## src/mem_pkg.sv

```systemverilog
package mem_pkg;

  localparam int unsigned addr_w = 8;   // byte address of the master
  localparam int unsigned data_w = 16;  // little-endian word

  localparam logic [addr_w-1:0] rom_base = 8'h00;
  localparam int unsigned       rom_size = 128;  // bytes
  localparam int unsigned       rom_aw   = $clog2(rom_size);

  localparam logic [addr_w-1:0] ram_base = 8'h80;
  localparam int unsigned       ram_size = 64;   // bytes
  localparam int unsigned       ram_aw   = $clog2(ram_size);

  localparam logic [addr_w-1:0] cfg_addr = 8'hff;

  // reduced-behavior bits in the config byte
  localparam int unsigned cfg_byte_mode_bit = 0;
  localparam int unsigned cfg_ram_lock_bit  = 1;

  typedef union packed {
    logic [data_w-1:0] word;
    logic [1:0][7:0]   lane;  // lane[0] is the byte at a
  } mem_word_u;

endpackage
```

## src/mem_subsystem.sv

```systemverilog
`timescale 1ns/100ps

module mem_subsystem import mem_pkg::*; (
  input  logic              clk,
  input  logic              rst_n,
  input  logic [addr_w-1:0] addr,
  input  logic [data_w-1:0] wdata,
  input  logic              rd,
  input  logic              wr,
  output logic [data_w-1:0] rdata,
  output logic              rd_valid,
  output logic              byte_mode
);

  logic [rom_aw-1:0] rom_addr;
  logic              rom_en;
  mem_word_u         rom_data;
  logic [ram_aw-1:0] ram_addr;
  mem_word_u         ram_wdata;
  logic              ram_we_lo;
  logic              ram_we_hi;
  logic              ram_en;
  mem_word_u         ram_data;
  logic              cfg_we;
  logic [7:0]        cfg_wdata;
  logic [7:0]        cfg_value;
  logic              ram_lock;

  mem_bus u_bus (
    .clk       (clk),
    .rst_n     (rst_n),
    .addr      (addr),
    .wdata     (wdata),
    .rd        (rd),
    .wr        (wr),
    .rdata     (rdata),
    .rd_valid  (rd_valid),
    .rom_addr  (rom_addr),
    .rom_en    (rom_en),
    .rom_data  (rom_data),
    .ram_addr  (ram_addr),
    .ram_wdata (ram_wdata),
    .ram_we_lo (ram_we_lo),
    .ram_we_hi (ram_we_hi),
    .ram_en    (ram_en),
    .ram_data  (ram_data),
    .cfg_we    (cfg_we),
    .cfg_wdata (cfg_wdata),
    .cfg_value (cfg_value),
    .byte_mode (byte_mode),
    .ram_lock  (ram_lock)
  );

  rom_program u_rom (
    .clk      (clk),
    .rom_en   (rom_en),
    .rom_addr (rom_addr),
    .rom_data (rom_data)
  );

  ram_data u_ram (
    .clk       (clk),
    .ram_en    (ram_en),
    .ram_addr  (ram_addr),
    .ram_wdata (ram_wdata),
    .ram_we_lo (ram_we_lo),
    .ram_we_hi (ram_we_hi),
    .ram_data  (ram_data)
  );

  mem_config u_cfg (
    .clk       (clk),
    .rst_n     (rst_n),
    .cfg_we    (cfg_we),
    .cfg_wdata (cfg_wdata),
    .cfg_value (cfg_value),
    .byte_mode (byte_mode),  // also a status level for the core
    .ram_lock  (ram_lock)
  );

endmodule

```

## src/mem_bus.sv

```systemverilog
`timescale 1ns/100ps

module mem_bus import mem_pkg::*; (
  input  logic              clk,
  input  logic              rst_n,
  input  logic [addr_w-1:0] addr,
  input  logic [data_w-1:0] wdata,
  input  logic              rd,
  input  logic              wr,
  output logic [data_w-1:0] rdata,
  output logic              rd_valid,
  output logic [rom_aw-1:0] rom_addr,
  output logic              rom_en,
  input  mem_word_u         rom_data,
  output logic [ram_aw-1:0] ram_addr,
  output mem_word_u         ram_wdata,
  output logic              ram_we_lo,
  output logic              ram_we_hi,
  output logic              ram_en,
  input  mem_word_u         ram_data,
  output logic              cfg_we,
  output logic [7:0]        cfg_wdata,
  input  logic [7:0]        cfg_value,
  input  logic              byte_mode,
  input  logic              ram_lock
);

  logic [addr_w-1:0] rom_off;
  logic [addr_w-1:0] ram_off;
  logic              rom_hit;
  logic              ram_hit;
  logic              cfg_hit;
  logic              wr_ok;
  mem_word_u         wdata_u;
  logic              sel_rom_q;
  logic              sel_ram_q;
  logic              sel_cfg_q;
  logic              byte_q;
  mem_word_u         resp;

  // region decode by offset from each base
  assign rom_off = addr - rom_base;
  assign ram_off = addr - ram_base;
  assign rom_hit = (rom_off < rom_size);
  assign ram_hit = (ram_off < ram_size);
  assign cfg_hit = (addr == cfg_addr);

  assign wr_ok = wr & ~rd;  // read wins a collision

  assign rom_addr = rom_off[rom_aw-1:0];
  assign ram_addr = ram_off[ram_aw-1:0];
  assign rom_en   = rd & rom_hit;
  assign ram_en   = rd & ram_hit;

  always_comb begin
    wdata_u.word = wdata;
    ram_wdata    = wdata_u;
    cfg_wdata    = wdata_u.lane[0];
    ram_we_lo    = wr_ok & ram_hit & ~ram_lock;  // locked ram ignores writes
    ram_we_hi    = ram_we_lo & ~byte_mode;       // high lane only in word mode
    cfg_we       = wr_ok & cfg_hit;
  end

  // remember where each read went and in which mode
  always_ff @(posedge clk or negedge rst_n) begin
    if (!rst_n) begin
      rd_valid  <= 1'b0;
      sel_rom_q <= 1'b0;
      sel_ram_q <= 1'b0;
      sel_cfg_q <= 1'b0;
      byte_q    <= 1'b0;
    end else begin
      rd_valid  <= rd;
      sel_rom_q <= rom_en;
      sel_ram_q <= ram_en;
      sel_cfg_q <= rd & cfg_hit;
      byte_q    <= byte_mode;  // mode at the strobe edge
    end
  end

  // response mux over the memory output registers
  always_comb begin
    resp = '0;  // unmapped reads return zero
    if (sel_rom_q) begin
      resp = rom_data;
    end else if (sel_ram_q) begin
      resp = ram_data;
    end else if (sel_cfg_q) begin
      resp.lane[0] = cfg_value;
    end
    if (byte_q) begin
      resp.lane[1] = 8'h00;  // single byte in byte mode
    end
  end

  assign rdata = resp.word;

endmodule

```

## src/mem_config.sv

```systemverilog
`timescale 1ns/100ps

module mem_config import mem_pkg::*; (
  input  logic       clk,
  input  logic       rst_n,
  input  logic       cfg_we,
  input  logic [7:0] cfg_wdata,
  output logic [7:0] cfg_value,
  output logic       byte_mode,
  output logic       ram_lock
);

  // only the two defined bits are stored
  always_ff @(posedge clk or negedge rst_n) begin
    if (!rst_n) begin
      byte_mode <= 1'b0;  // word mode after reset
      ram_lock  <= 1'b0;
    end else if (cfg_we) begin
      byte_mode <= cfg_wdata[cfg_byte_mode_bit];
      ram_lock  <= cfg_wdata[cfg_ram_lock_bit];
    end
  end

  always_comb begin
    cfg_value                    = '0;  // undefined bits read zero
    cfg_value[cfg_byte_mode_bit] = byte_mode;
    cfg_value[cfg_ram_lock_bit]  = ram_lock;
  end

endmodule

```

## src/ram_data.sv

```systemverilog
`timescale 1ns/100ps

module ram_data import mem_pkg::*; (
  input  logic              clk,
  input  logic              ram_en,
  input  logic [ram_aw-1:0] ram_addr,
  input  mem_word_u         ram_wdata,
  input  logic              ram_we_lo,
  input  logic              ram_we_hi,
  output mem_word_u         ram_data
);

  logic [7:0]        mem [ram_size];
  logic [ram_aw-1:0] ram_addr_nx;

  assign ram_addr_nx = ram_addr + 1'b1;  // wraps inside the ram

  // byte lanes written independently
  always_ff @(posedge clk) begin
    if (ram_we_lo) begin
      mem[ram_addr] <= ram_wdata.lane[0];
    end
    if (ram_we_hi) begin
      mem[ram_addr_nx] <= ram_wdata.lane[1];
    end
  end

  always_ff @(posedge clk) begin
    if (ram_en) begin
      ram_data.lane[0] <= mem[ram_addr];
      ram_data.lane[1] <= mem[ram_addr_nx];  // byte at a+1
    end
  end

endmodule

```

## src/rom_program.sv

```systemverilog
`timescale 1ns/100ps

module rom_program import mem_pkg::*; (
  input  logic              clk,
  input  logic              rom_en,
  input  logic [rom_aw-1:0] rom_addr,
  output mem_word_u         rom_data
);

  logic [rom_aw-1:0] rom_addr_nx;

  function automatic logic [7:0] rom_byte(input logic [rom_aw-1:0] a);
    case (a)
      7'h00: rom_byte = 8'h41;  // runtime signature
      7'h01: rom_byte = 8'h53;
      7'h02: rom_byte = 8'h52;
      7'h03: rom_byte = 8'h4d;
      7'h04: rom_byte = 8'h14;  // runtime setup
      7'h05: rom_byte = 8'h3c;
      7'h06: rom_byte = 8'h10;
      7'h07: rom_byte = 8'h3b;
      7'h08: rom_byte = 8'h10;
      7'h09: rom_byte = 8'h7b;
      7'h0a: rom_byte = 8'hac;
      7'h0b: rom_byte = 8'h3b;
      7'h0c: rom_byte = 8'h10;
      7'h0d: rom_byte = 8'h7b;
      7'h0e: rom_byte = 8'hac;
      7'h0f: rom_byte = 8'h3b;
      7'h10: rom_byte = 8'h15;
      7'h11: rom_byte = 8'h7b;
      7'h12: rom_byte = 8'hac;
      7'h13: rom_byte = 8'h3b;
      7'h14: rom_byte = 8'h1b;
      7'h15: rom_byte = 8'h7b;
      7'h16: rom_byte = 8'h3f;
      7'h17: rom_byte = 8'h14;
      7'h18: rom_byte = 8'h3c;
      7'h19: rom_byte = 8'h10;
      7'h1a: rom_byte = 8'h3b;
      7'h1b: rom_byte = 8'h10;
      7'h1c: rom_byte = 8'h7b;
      7'h1d: rom_byte = 8'hac;
      7'h1e: rom_byte = 8'h3b;
      7'h1f: rom_byte = 8'h10;
      7'h20: rom_byte = 8'h7b;
      7'h21: rom_byte = 8'hac;
      7'h22: rom_byte = 8'h3b;
      7'h23: rom_byte = 8'h12;
      7'h24: rom_byte = 8'h7b;
      7'h25: rom_byte = 8'hac;
      7'h26: rom_byte = 8'h3b;
      7'h27: rom_byte = 8'h1a;
      7'h28: rom_byte = 8'h7b;
      7'h29: rom_byte = 8'h3e;
      7'h2a: rom_byte = 8'h14;  // program entry
      7'h2b: rom_byte = 8'h3c;
      7'h2c: rom_byte = 8'h10;
      7'h2d: rom_byte = 8'h3b;
      7'h2e: rom_byte = 8'h19;
      7'h2f: rom_byte = 8'h7b;
      7'h30: rom_byte = 8'hac;
      7'h31: rom_byte = 8'h3b;
      7'h32: rom_byte = 8'h1c;
      7'h33: rom_byte = 8'h7b;
      7'h34: rom_byte = 8'hac;
      7'h35: rom_byte = 8'h3b;
      7'h36: rom_byte = 8'h14;
      7'h37: rom_byte = 8'h7b;
      7'h38: rom_byte = 8'hac;
      7'h39: rom_byte = 8'h3b;
      7'h3a: rom_byte = 8'h10;
      7'h3b: rom_byte = 8'h7b;
      7'h3c: rom_byte = 8'h3f;
      7'h3d: rom_byte = 8'h14;  // stack pointer load
      7'h3e: rom_byte = 8'h3c;  // build the 0xabcd constant
      7'h3f: rom_byte = 8'h10;
      7'h40: rom_byte = 8'h3b;
      7'h41: rom_byte = 8'h1a;
      7'h42: rom_byte = 8'h7b;
      7'h43: rom_byte = 8'hac;
      7'h44: rom_byte = 8'h3b;
      7'h45: rom_byte = 8'h1b;
      7'h46: rom_byte = 8'h7b;
      7'h47: rom_byte = 8'hac;
      7'h48: rom_byte = 8'h3b;
      7'h49: rom_byte = 8'h1c;
      7'h4a: rom_byte = 8'h7b;
      7'h4b: rom_byte = 8'hac;
      7'h4c: rom_byte = 8'h3b;
      7'h4d: rom_byte = 8'h1d;
      7'h4e: rom_byte = 8'h7b;
      7'h4f: rom_byte = 8'h0b;  // save word
      7'h50: rom_byte = 8'h16;  // status bits on
      7'h51: rom_byte = 8'h3d;
      7'h52: rom_byte = 8'h10;
      7'h53: rom_byte = 8'h0a;  // restore in reduced mode
      7'h54: rom_byte = 8'h13;
      7'h55: rom_byte = 8'h0b;
      7'h56: rom_byte = 8'h10;  // status bits off
      7'h57: rom_byte = 8'h3d;
      7'h58: rom_byte = 8'h0a;
      7'h59: rom_byte = 8'h00;  // sleep
      7'h5a: rom_byte = 8'h0e;  // quit
      default: rom_byte = 8'h00;
    endcase
  endfunction

  assign rom_addr_nx = rom_addr + 1'b1;  // wraps inside the rom

  // even/odd lane pair read in one edge
  always_ff @(posedge clk) begin
    if (rom_en) begin
      rom_data.lane[0] <= rom_byte(rom_addr);
      rom_data.lane[1] <= rom_byte(rom_addr_nx);
    end
  end

endmodule

```

## config.mk

```make
export PLATFORM = sky130hd
export DESIGN_NAME = mem_subsystem
export DESIGN_NICKNAME = d
export VERILOG_FILES = /design/src/mem_pkg.sv /design/src/mem_subsystem.sv /design/src/mem_bus.sv /design/src/mem_config.sv /design/src/ram_data.sv /design/src/rom_program.sv
export SDC_FILE = /design/constraint.sdc
export NUM_CORES = 1
export LEC_CHECK = 0
export BUFFER_PORTS_ARGS = -buffer_cell sky130_fd_sc_hd__buf_2
export CAP_MARGIN = 15
export CORE_MARGIN = 3
export CORE_UTILIZATION = 43
export DETAILED_ROUTE_END_ITERATION = 7
export PLACE_DENSITY = 0.55
export SLEW_MARGIN = 30
export SYNTH_ARGS = -nofsm -noshare
export SYNTH_HDL_FRONTEND = slang
export SYNTH_SLANG_ARGS = --single-unit
```

## constraint.sdc

```tcl
create_clock -name clk -period 5.85 [get_ports clk]
set_input_delay 0.8775 -clock clk [delete_from_list [all_inputs] [get_ports clk]]
set_output_delay 0.8775 -clock clk [all_outputs]
set_load 0.03 [all_outputs]
```

==> results of run 1 <==
-- cell usage in the layout (no fill, tap or decap), drive strengths merged, types with 9 or more instances in the layout --
master	n
clkinv	25
nor2b	9
ha	12
o21ai	71
nand3	41
o22ai	40
mux4	305
or3	15
nor3	27
edfxtp	544
mux2i	35
a22o	9
nand2	142
mux2	516
buf	175
clkbuf	87
nor2	81
a31oi	10
a21oi	39
-- per-stage QoR --
stage               setup WS [ns]  cell area (um^2)  instances  hold WS, ns
finish                      1.651             38240       3377       0.1045
global route                1.454             38230       3376       0.1038
CTS                         1.639             38210       3376      0.08244
detailed placement         0.9975             36040       3257       0.6491
global placement            1.002             36000       3255       0.6499
floorplan                   1.325             34570       2298       0.5656
-- per-layer routing --
| layer | part of all wire (%) | GRT usage (%) | up-vias |
|---|---|---|---|
| met5 | 0.023 | 0 | - |
| met4 | 3.3 | 8.889 | 6 |
| met3 | 9.5 | 5.545 | 200 |
| met2 | 46 | 44.68 | 1339 |
| met1 | 41 | 41.22 | 12187 |
| li1 | - | - | 9317 |
-- power groups by stage --
| stage | sequential (mW) | combinational (mW) | clock (mW) |
|---|---|---|---|
| floorplan | 4.46 | 0.952 | 0 |
| global placement | 4.47 | 1.37 | 0 |
| detailed placement | 4.47 | 1.38 | 0 |
| CTS | 4.39 | 1.39 | 4.28 |
| global route | 4.39 | 1.47 | 4.42 |
| finish | 4.39 | 1.40 | 4.22 |
-- path summary, 6_finish.rpt --
path                           startpoint                to  cells after the start
setup reg to reg           u_cfg.ram_lock  u_ram.mem[20][5]                      3
min in group clk                       rd    u_bus.rd_valid                      1
setup / recovery                  addr[0]  u_ram.mem[35][6]                     10
hold reg to reg            u_cfg.ram_lock    u_cfg.ram_lock                      1
max in group asynchronous           rst_n      u_bus.byte_q                      1
hold / removal                      rst_n    u_cfg.ram_lock                      1
-- layout make-up --
type                            count  share of cell area, %
Multi-Input combinational cell   1475                  44.37
Sequential cell                   551                  43.18
Clock buffer                       87                  4.856
Tap cell                         1050                  3.436
Timing Repair Buffer              175                  3.285
Clock inverter                     32                 0.8115
Inverter                            6                0.05890
Antenna cell                        1               0.006544
-- cells by family (layout without fill, tap and decap cells) --
| kind of cell | count (synthesis) | after routing | share of synthesized area (%) |
|---|---|---|---|
| xor+xnor | 6 | 6 | 0.2498 |
| other cells | 0 | 1 | 0 |
| fa+ha+maj | 12 | 12 | 0.4343 |
| buf+inv | 272 | 300 | 3.402 |
| compound gates | 249 | 249 | 4.691 |
| flops | 551 | 551 | 47.76 |
| simple gates | 352 | 352 | 5.762 |
| mux | 856 | 856 | 37.70 |
-- flip-flops by register name, indices dropped and copies added (netlist names) --
| signal | flops |
|---|---|
| u_bus.sel_rom_q | 1 |
| u_cfg.ram_lock | 1 |
| u_bus.byte_q | 1 |
| u_ram.ram_data | 16 |
| u_bus.sel_ram_q | 1 |
| u_bus.rd_valid | 1 |
| u_rom.rom_data | 16 |
| u_cfg.byte_mode | 1 |
| u_bus.sel_cfg_q | 1 |
| u_ram.mem | 512 |
-- worst max-delay path: stages --
cell	delay (ns)
buf_8	0.22
clkinv_1	0.12
buf_4	0.21
ha_4	0.83
buf_12	0.35
nand2_1	0.16
nor3_4	0.36
nand2_1	0.46
o21ai_1	0.50
buf_4	0.28
==> results.py, run 1 <==
metrics = {
    "drt": {
        "drc": 0,
        "via_count": 23049,
        "first_pass_iters": 5,
        "avgRoutedWirePerCell_um": 35.33,
        "wl_mm": 119.3,
        "via_per_inst": 6.825,
        "antenna_left": 0,
        "first_iter_violations": 2964,
    },
    "timing": {
        "skew_ns": 0.02537,
        "fin_crit_sh_pct": 71.78,
        "period_minus_slack_ns": 4.199,
        "relSlewSlack_pct": 30.12,
        "slew_viol_final": 0,
        "tightestPinTransition_ns": 1.039,
        "timing.fmax_mhz": 238.1,
        "finalHoldViolCount": 0,
        "rsz0062_at_grt": "no",
        "setup_violations": 0,
        "timing.setup.tns_ns": 0,
    },
    "layout": {
        "drive_gt1_share_pct": 50.86,
        "multiInputGateArea_um2": 16960,
        "fillerInstances": 6754,
        "seqCellArea_um2": 16510,
        "fin_util_pct": 48.24,
        "fin_nets": 2315,
        "area_growth_pct": 10.62,
    },
    "setup_path": {
        "cp-start-kind": "primary input",
        "path_class": "in -> reg",
        "cp.required_ns": 6.15,
        "end_kind": "register",
        "reg2reg_slack_ns": 2.25,
        "cp.arrival_ns": 4.50,
        "cp_max_fo": 39,
    },
    "placed_design": {
        "port_buffers": 45,
        "dp_hpwl_mm": 80.86,
        "gp_congestion": 0.9494,
    },
    "status": {
        "status": "finished clean",
    },
    "cts": {
        "post_cts_resized": 0,
        "ctsHtreeMaxLevel": 3,
        "cts_tree": "done",
        "clkLatencyLatePin_ns": 0.61,
        "clk_path_buf_depth": 3,
        "cts_sinks": 551,
        "cts-root-buf": "clkbuf_16",
        "cts_made_buffers": 66,
        "post_cts_buffers": 0,
        "path_clk_slew_ns": 0.06,
        "hold_buffers": 0,
    },
    "grt": {
        "grt_max_degree": 66,
        "grt_pass1_vias": 22562,
        "grt_pass1_wl_mm": 172.4,
        "grt-ovfl-total": 0,
        "antenna_found_initial": 7,
        "grt.total_usage_pct": 28.78,
    },
    "logic_synthesis": {
        "yosys.area.top_type": "edfxtp_1",
        "synth_edf_count": 544,
        "synth_flop_cell": "edfxtp_1",
        "synth.distinct_cells": 79,
        "ys.warnings.count": 0,
        "syn-instance-count": 2298,
        "synth_area_per_cell_um2": 15.04,
        "async_reset_ff_share_pct": 1.270,
        "synth_top_area_share_pct": 47.26,
        "synth-seq-area-share_pct": 47.76,
        "synth_common_cells": "544 x edfxtp_1, 511 x mux2_2, 305 x mux4_2",
        "synth-seq-cells": 551,
        "synth.most_common_cell": "edfxtp_1",
        "synth_nets": 2338,
        "netlist_area_um2": 34570,
        "ys_top_cells_by_area": "edfxtp_1 47%, mux4_2 20%, mux2_2 17%",
    },
    "pwr": {
        "swShare_pct": 25.61,
        "switchingPower_mw": 2.564,
        "sequentialPowerShare_pct": 43.9,
        "p_int_mw": 7.445,
        "ir_drop_mv": 0.1597,
        "comb_power_share_pct": 14.0,
        "power.total_mw": 10.01,
        "p_leak_nw": 12.28,
        "p_per_area_nw_per_um2": 261.8,
        "clock_power_share_pct": 42.1,
    },
    "floorplan": {
        "design.die.area_um2": 83830,
        "dieWidth_um": 289.5,
        "design.portCount": 46,
        "core_um2": 79260,
        "start_util_pct": 43.61,
        "die_h_um": 289.5,
        "rows": 103,
    },
    "hold_path": {
        "hold_class": "in -> async",
    },
    "flow_run": {
        "max_cap_viol_count": 0,
    },
}
No activity file was read; power rests on OpenSTA's default activity.
==> run 2: changes to the inputs <==
--- a/config.mk
+++ b/config.mk
@@ -10,7 +10,7 @@
 export CORE_MARGIN = 3
 export CORE_UTILIZATION = 43
 export DETAILED_ROUTE_END_ITERATION = 7
-export PLACE_DENSITY = 0.55
+export PLACE_DENSITY = 0.57
 export SLEW_MARGIN = 30
 export SYNTH_ARGS = -nofsm -noshare
 export SYNTH_HDL_FRONTEND = slang
==> constraint.sdc (replaced) <==
create_clock -name clk -period 3.6 [get_ports clk]
set_input_delay 0.54 -clock clk [delete_from_list [all_inputs] [get_ports clk]]
set_output_delay 0.54 -clock clk [all_outputs]
set_load 0.03 [all_outputs]
==> results.py, run 2 (synthesized netlist as in run 1, its figures left out) <==
metrics = {
    "hold_path": {
        "min_path_cells": 1,
        "min_to": "u_bus.rd_valid",
        "worstHoldStart": "rd",
        "hold_class": "in -> reg",
    },
    "layout": {
        "top_register": "u_ram.mem",
        "fin_nets": 2391,
        "antenna_cells": 0,
        "largest_reg_flops": 512,
        "area_growth_pct": 12.57,
        "final_cell_mix": "544 x edfxtp_1, 511 x mux2_2, 305 x mux4_2",
        "final_common_cell": "edfxtp_1",
        "drive_gt1_share_pct": 52.14,
        "stdcell_count": 3451,
    },
    "cts": {
        "clkLatencyLatePin_ns": 0.62,
        "cts_sinks": 551,
        "cts_made_buffers": 67,
        "post_cts_resized": 0,
        "ctsHtreeMaxLevel": 3,
        "hold_buffers": 1,
        "cts-root-buf": "clkbuf_16",
        "path_clk_slew_ns": 0.06,
        "clk_path_buf_depth": 3,
        "cts_tree": "done",
        "post_cts_buffers": 0,
    },
    "timing": {
        "period_minus_slack_ns": 3.029,
        "relSlewSlack_pct": 36.70,
        "fin_ws_ns": 0.5709,
        "fin_crit_sh_pct": 84.14,
        "timing.setup.tns_ns": 0,
        "tightestPinTransition_ns": 0.9494,
        "timing.fmax_mhz": 330.1,
        "skew_ns": 0.02847,
        "slew_viol_final": 0,
        "setup_violations": 0,
        "rsz0062_at_grt": "no",
        "hold-worst-slack_ns": 0.09402,
        "finalHoldViolCount": 0,
    },
    "flow_run": {
        "max_cap_viol_count": 0,
    },
    "setup_path": {
        "path_class": "reg -> out",
        "slowest_stage": "nor2b_1",
        "cp.required_ns": 3.06,
        "rr_endpoint": "u_ram.mem[36][5]",
        "regToRegStartpoint": "u_cfg.ram_lock",
        "critical_path_buf_inv_count": 2,
        "reg2reg_slack_ns": 0.65,
        "cp-start-kind": "register",
        "crit_chain": "buf_4 -> nor2b_1 -> a22oi_1 -> nor2_1 -> buf_2",
        "cpPeakStageDelay_ns": 0.65,
        "end_kind": "output port",
        "startpoint": "u_bus.sel_rom_q",
        "r2r_cells": 6,
        "cp_max_fo": 20,
        "cp.arrival_ns": 2.49,
        "crit_family": "simple AND/OR/NAND/NOR gates",
    },
    "drt": {
        "first_iter_violations": 2597,
        "drc": 0,
        "avgRoutedWirePerCell_um": 33.34,
        "first_pass_iters": 6,
        "via_per_inst": 6.654,
        "via_count": 22963,
        "antenna_left": 0,
        "wl_mm": 115.1,
    },
    "grt": {
        "grt_pass1_vias": 22624,
        "grt-ovfl-total": 0,
        "grt_pass1_wl_mm": 168.0,
        "antenna_found_initial": 2,
        "grt.total_usage_pct": 27.72,
        "grt_max_degree": 111,
    },
    "placed_design": {
        "port_buffers": 45,
        "gp_congestion": 0.9394,
        "place_ws_ns": -0.08749,
        "placedCellCount": 3331,
        "dp_hpwl_mm": 79.99,
    },
    "pwr": {
        "power.total_mw": 16.01,
        "p_per_area_nw_per_um2": 411.3,
        "ir_drop_mv": 0.2892,
        "p_leak_nw": 12.65,
    },
    "status": {
        "status": "finished clean",
    },
    "floorplan": {
        "core_um2": 79260,
        "design.die.area_um2": 83830,
        "design.portCount": 46,
        "rows": 103,
        "die_h_um": 289.5,
        "dieWidth_um": 289.5,
        "start_util_pct": 43.61,
    },
}
-- run 2: changes by cell type in the layout (fill, tap and decap cells not counted), sizes merged --
| cell | delta |
|---|---|
| buf | +74 |
| bufinv | -2 |
| clkbuf | -1 |
| clkinv | -1 |
| clkinvlp | +2 |
| diode | -1 |
| dlygate4sd3 | +1 |
| inv | +2 |
-- run 2: how the worst max path moves through the flow --
| stage | end | slack (ns) | depth (start not counted) |
|---|---|---|---|
| floorplan | u_ram.ram_data[10] | 0.01 | 12 |
| global placement | u_ram.mem[4][4] | -0.16 | 6 |
| detailed placement | u_ram.mem[52][3] | -0.09 | 6 |
| CTS | u_ram.mem[52][3] | 0.53 | 6 |
| global route | rdata[14] | 0.35 | 5 |
| finish | rdata[12] | 0.57 | 5 |
-- run 2: routing by layer --
| layer | global-route usage [%] | vias to the layer above | share of wire, % | routed length, um |
|---|---|---|---|---|
| met5 | 0 | - | 0.0070 | 8 |
| met4 | 7.021 | 2 | 2.8 | 3180 |
| met3 | 6.345 | 178 | 8.8 | 10070 |
| met2 | 45.18 | 1119 | 49 | 55880 |
| met1 | 37.77 | 12212 | 40 | 45910 |
| li1 | - | 9452 | - | - |
-- run 2: cell type report --
cell class / instances / area, um^2
clock buffer: 86 / 1769
tap: 1050 / 1314
sequential: 551 / 16510
inverter: 6 / 22.52
fill: 6779 / 40340
timing repair buffer: 250 / 2019
clock inverter: 33 / 289.0
multi-input combinational: 1475 / 16990
-- run 2: power breakdown --
group | leakage, nW | switching (mW) | internal, mW | total (mW)
Clock | 0.997 | 2.78 | 3.77 | 6.55
Combinational | 6.66 | 1.32 | 0.999 | 2.32
Sequential | 4.99 | 0.0296 | 7.10 | 7.13
-- run 2: per-stage QoR --
stage / util [%] / cell area, um^2
2_1_floorplan: - / 34650
3_3_place_gp: 46.43 / 36800
3_5_place_dp: 46.47 / 36830
4_1_cts: 49.08 / 38900
5_1_grt: 49.10 / 38910
6_report: 49.10 / 38910
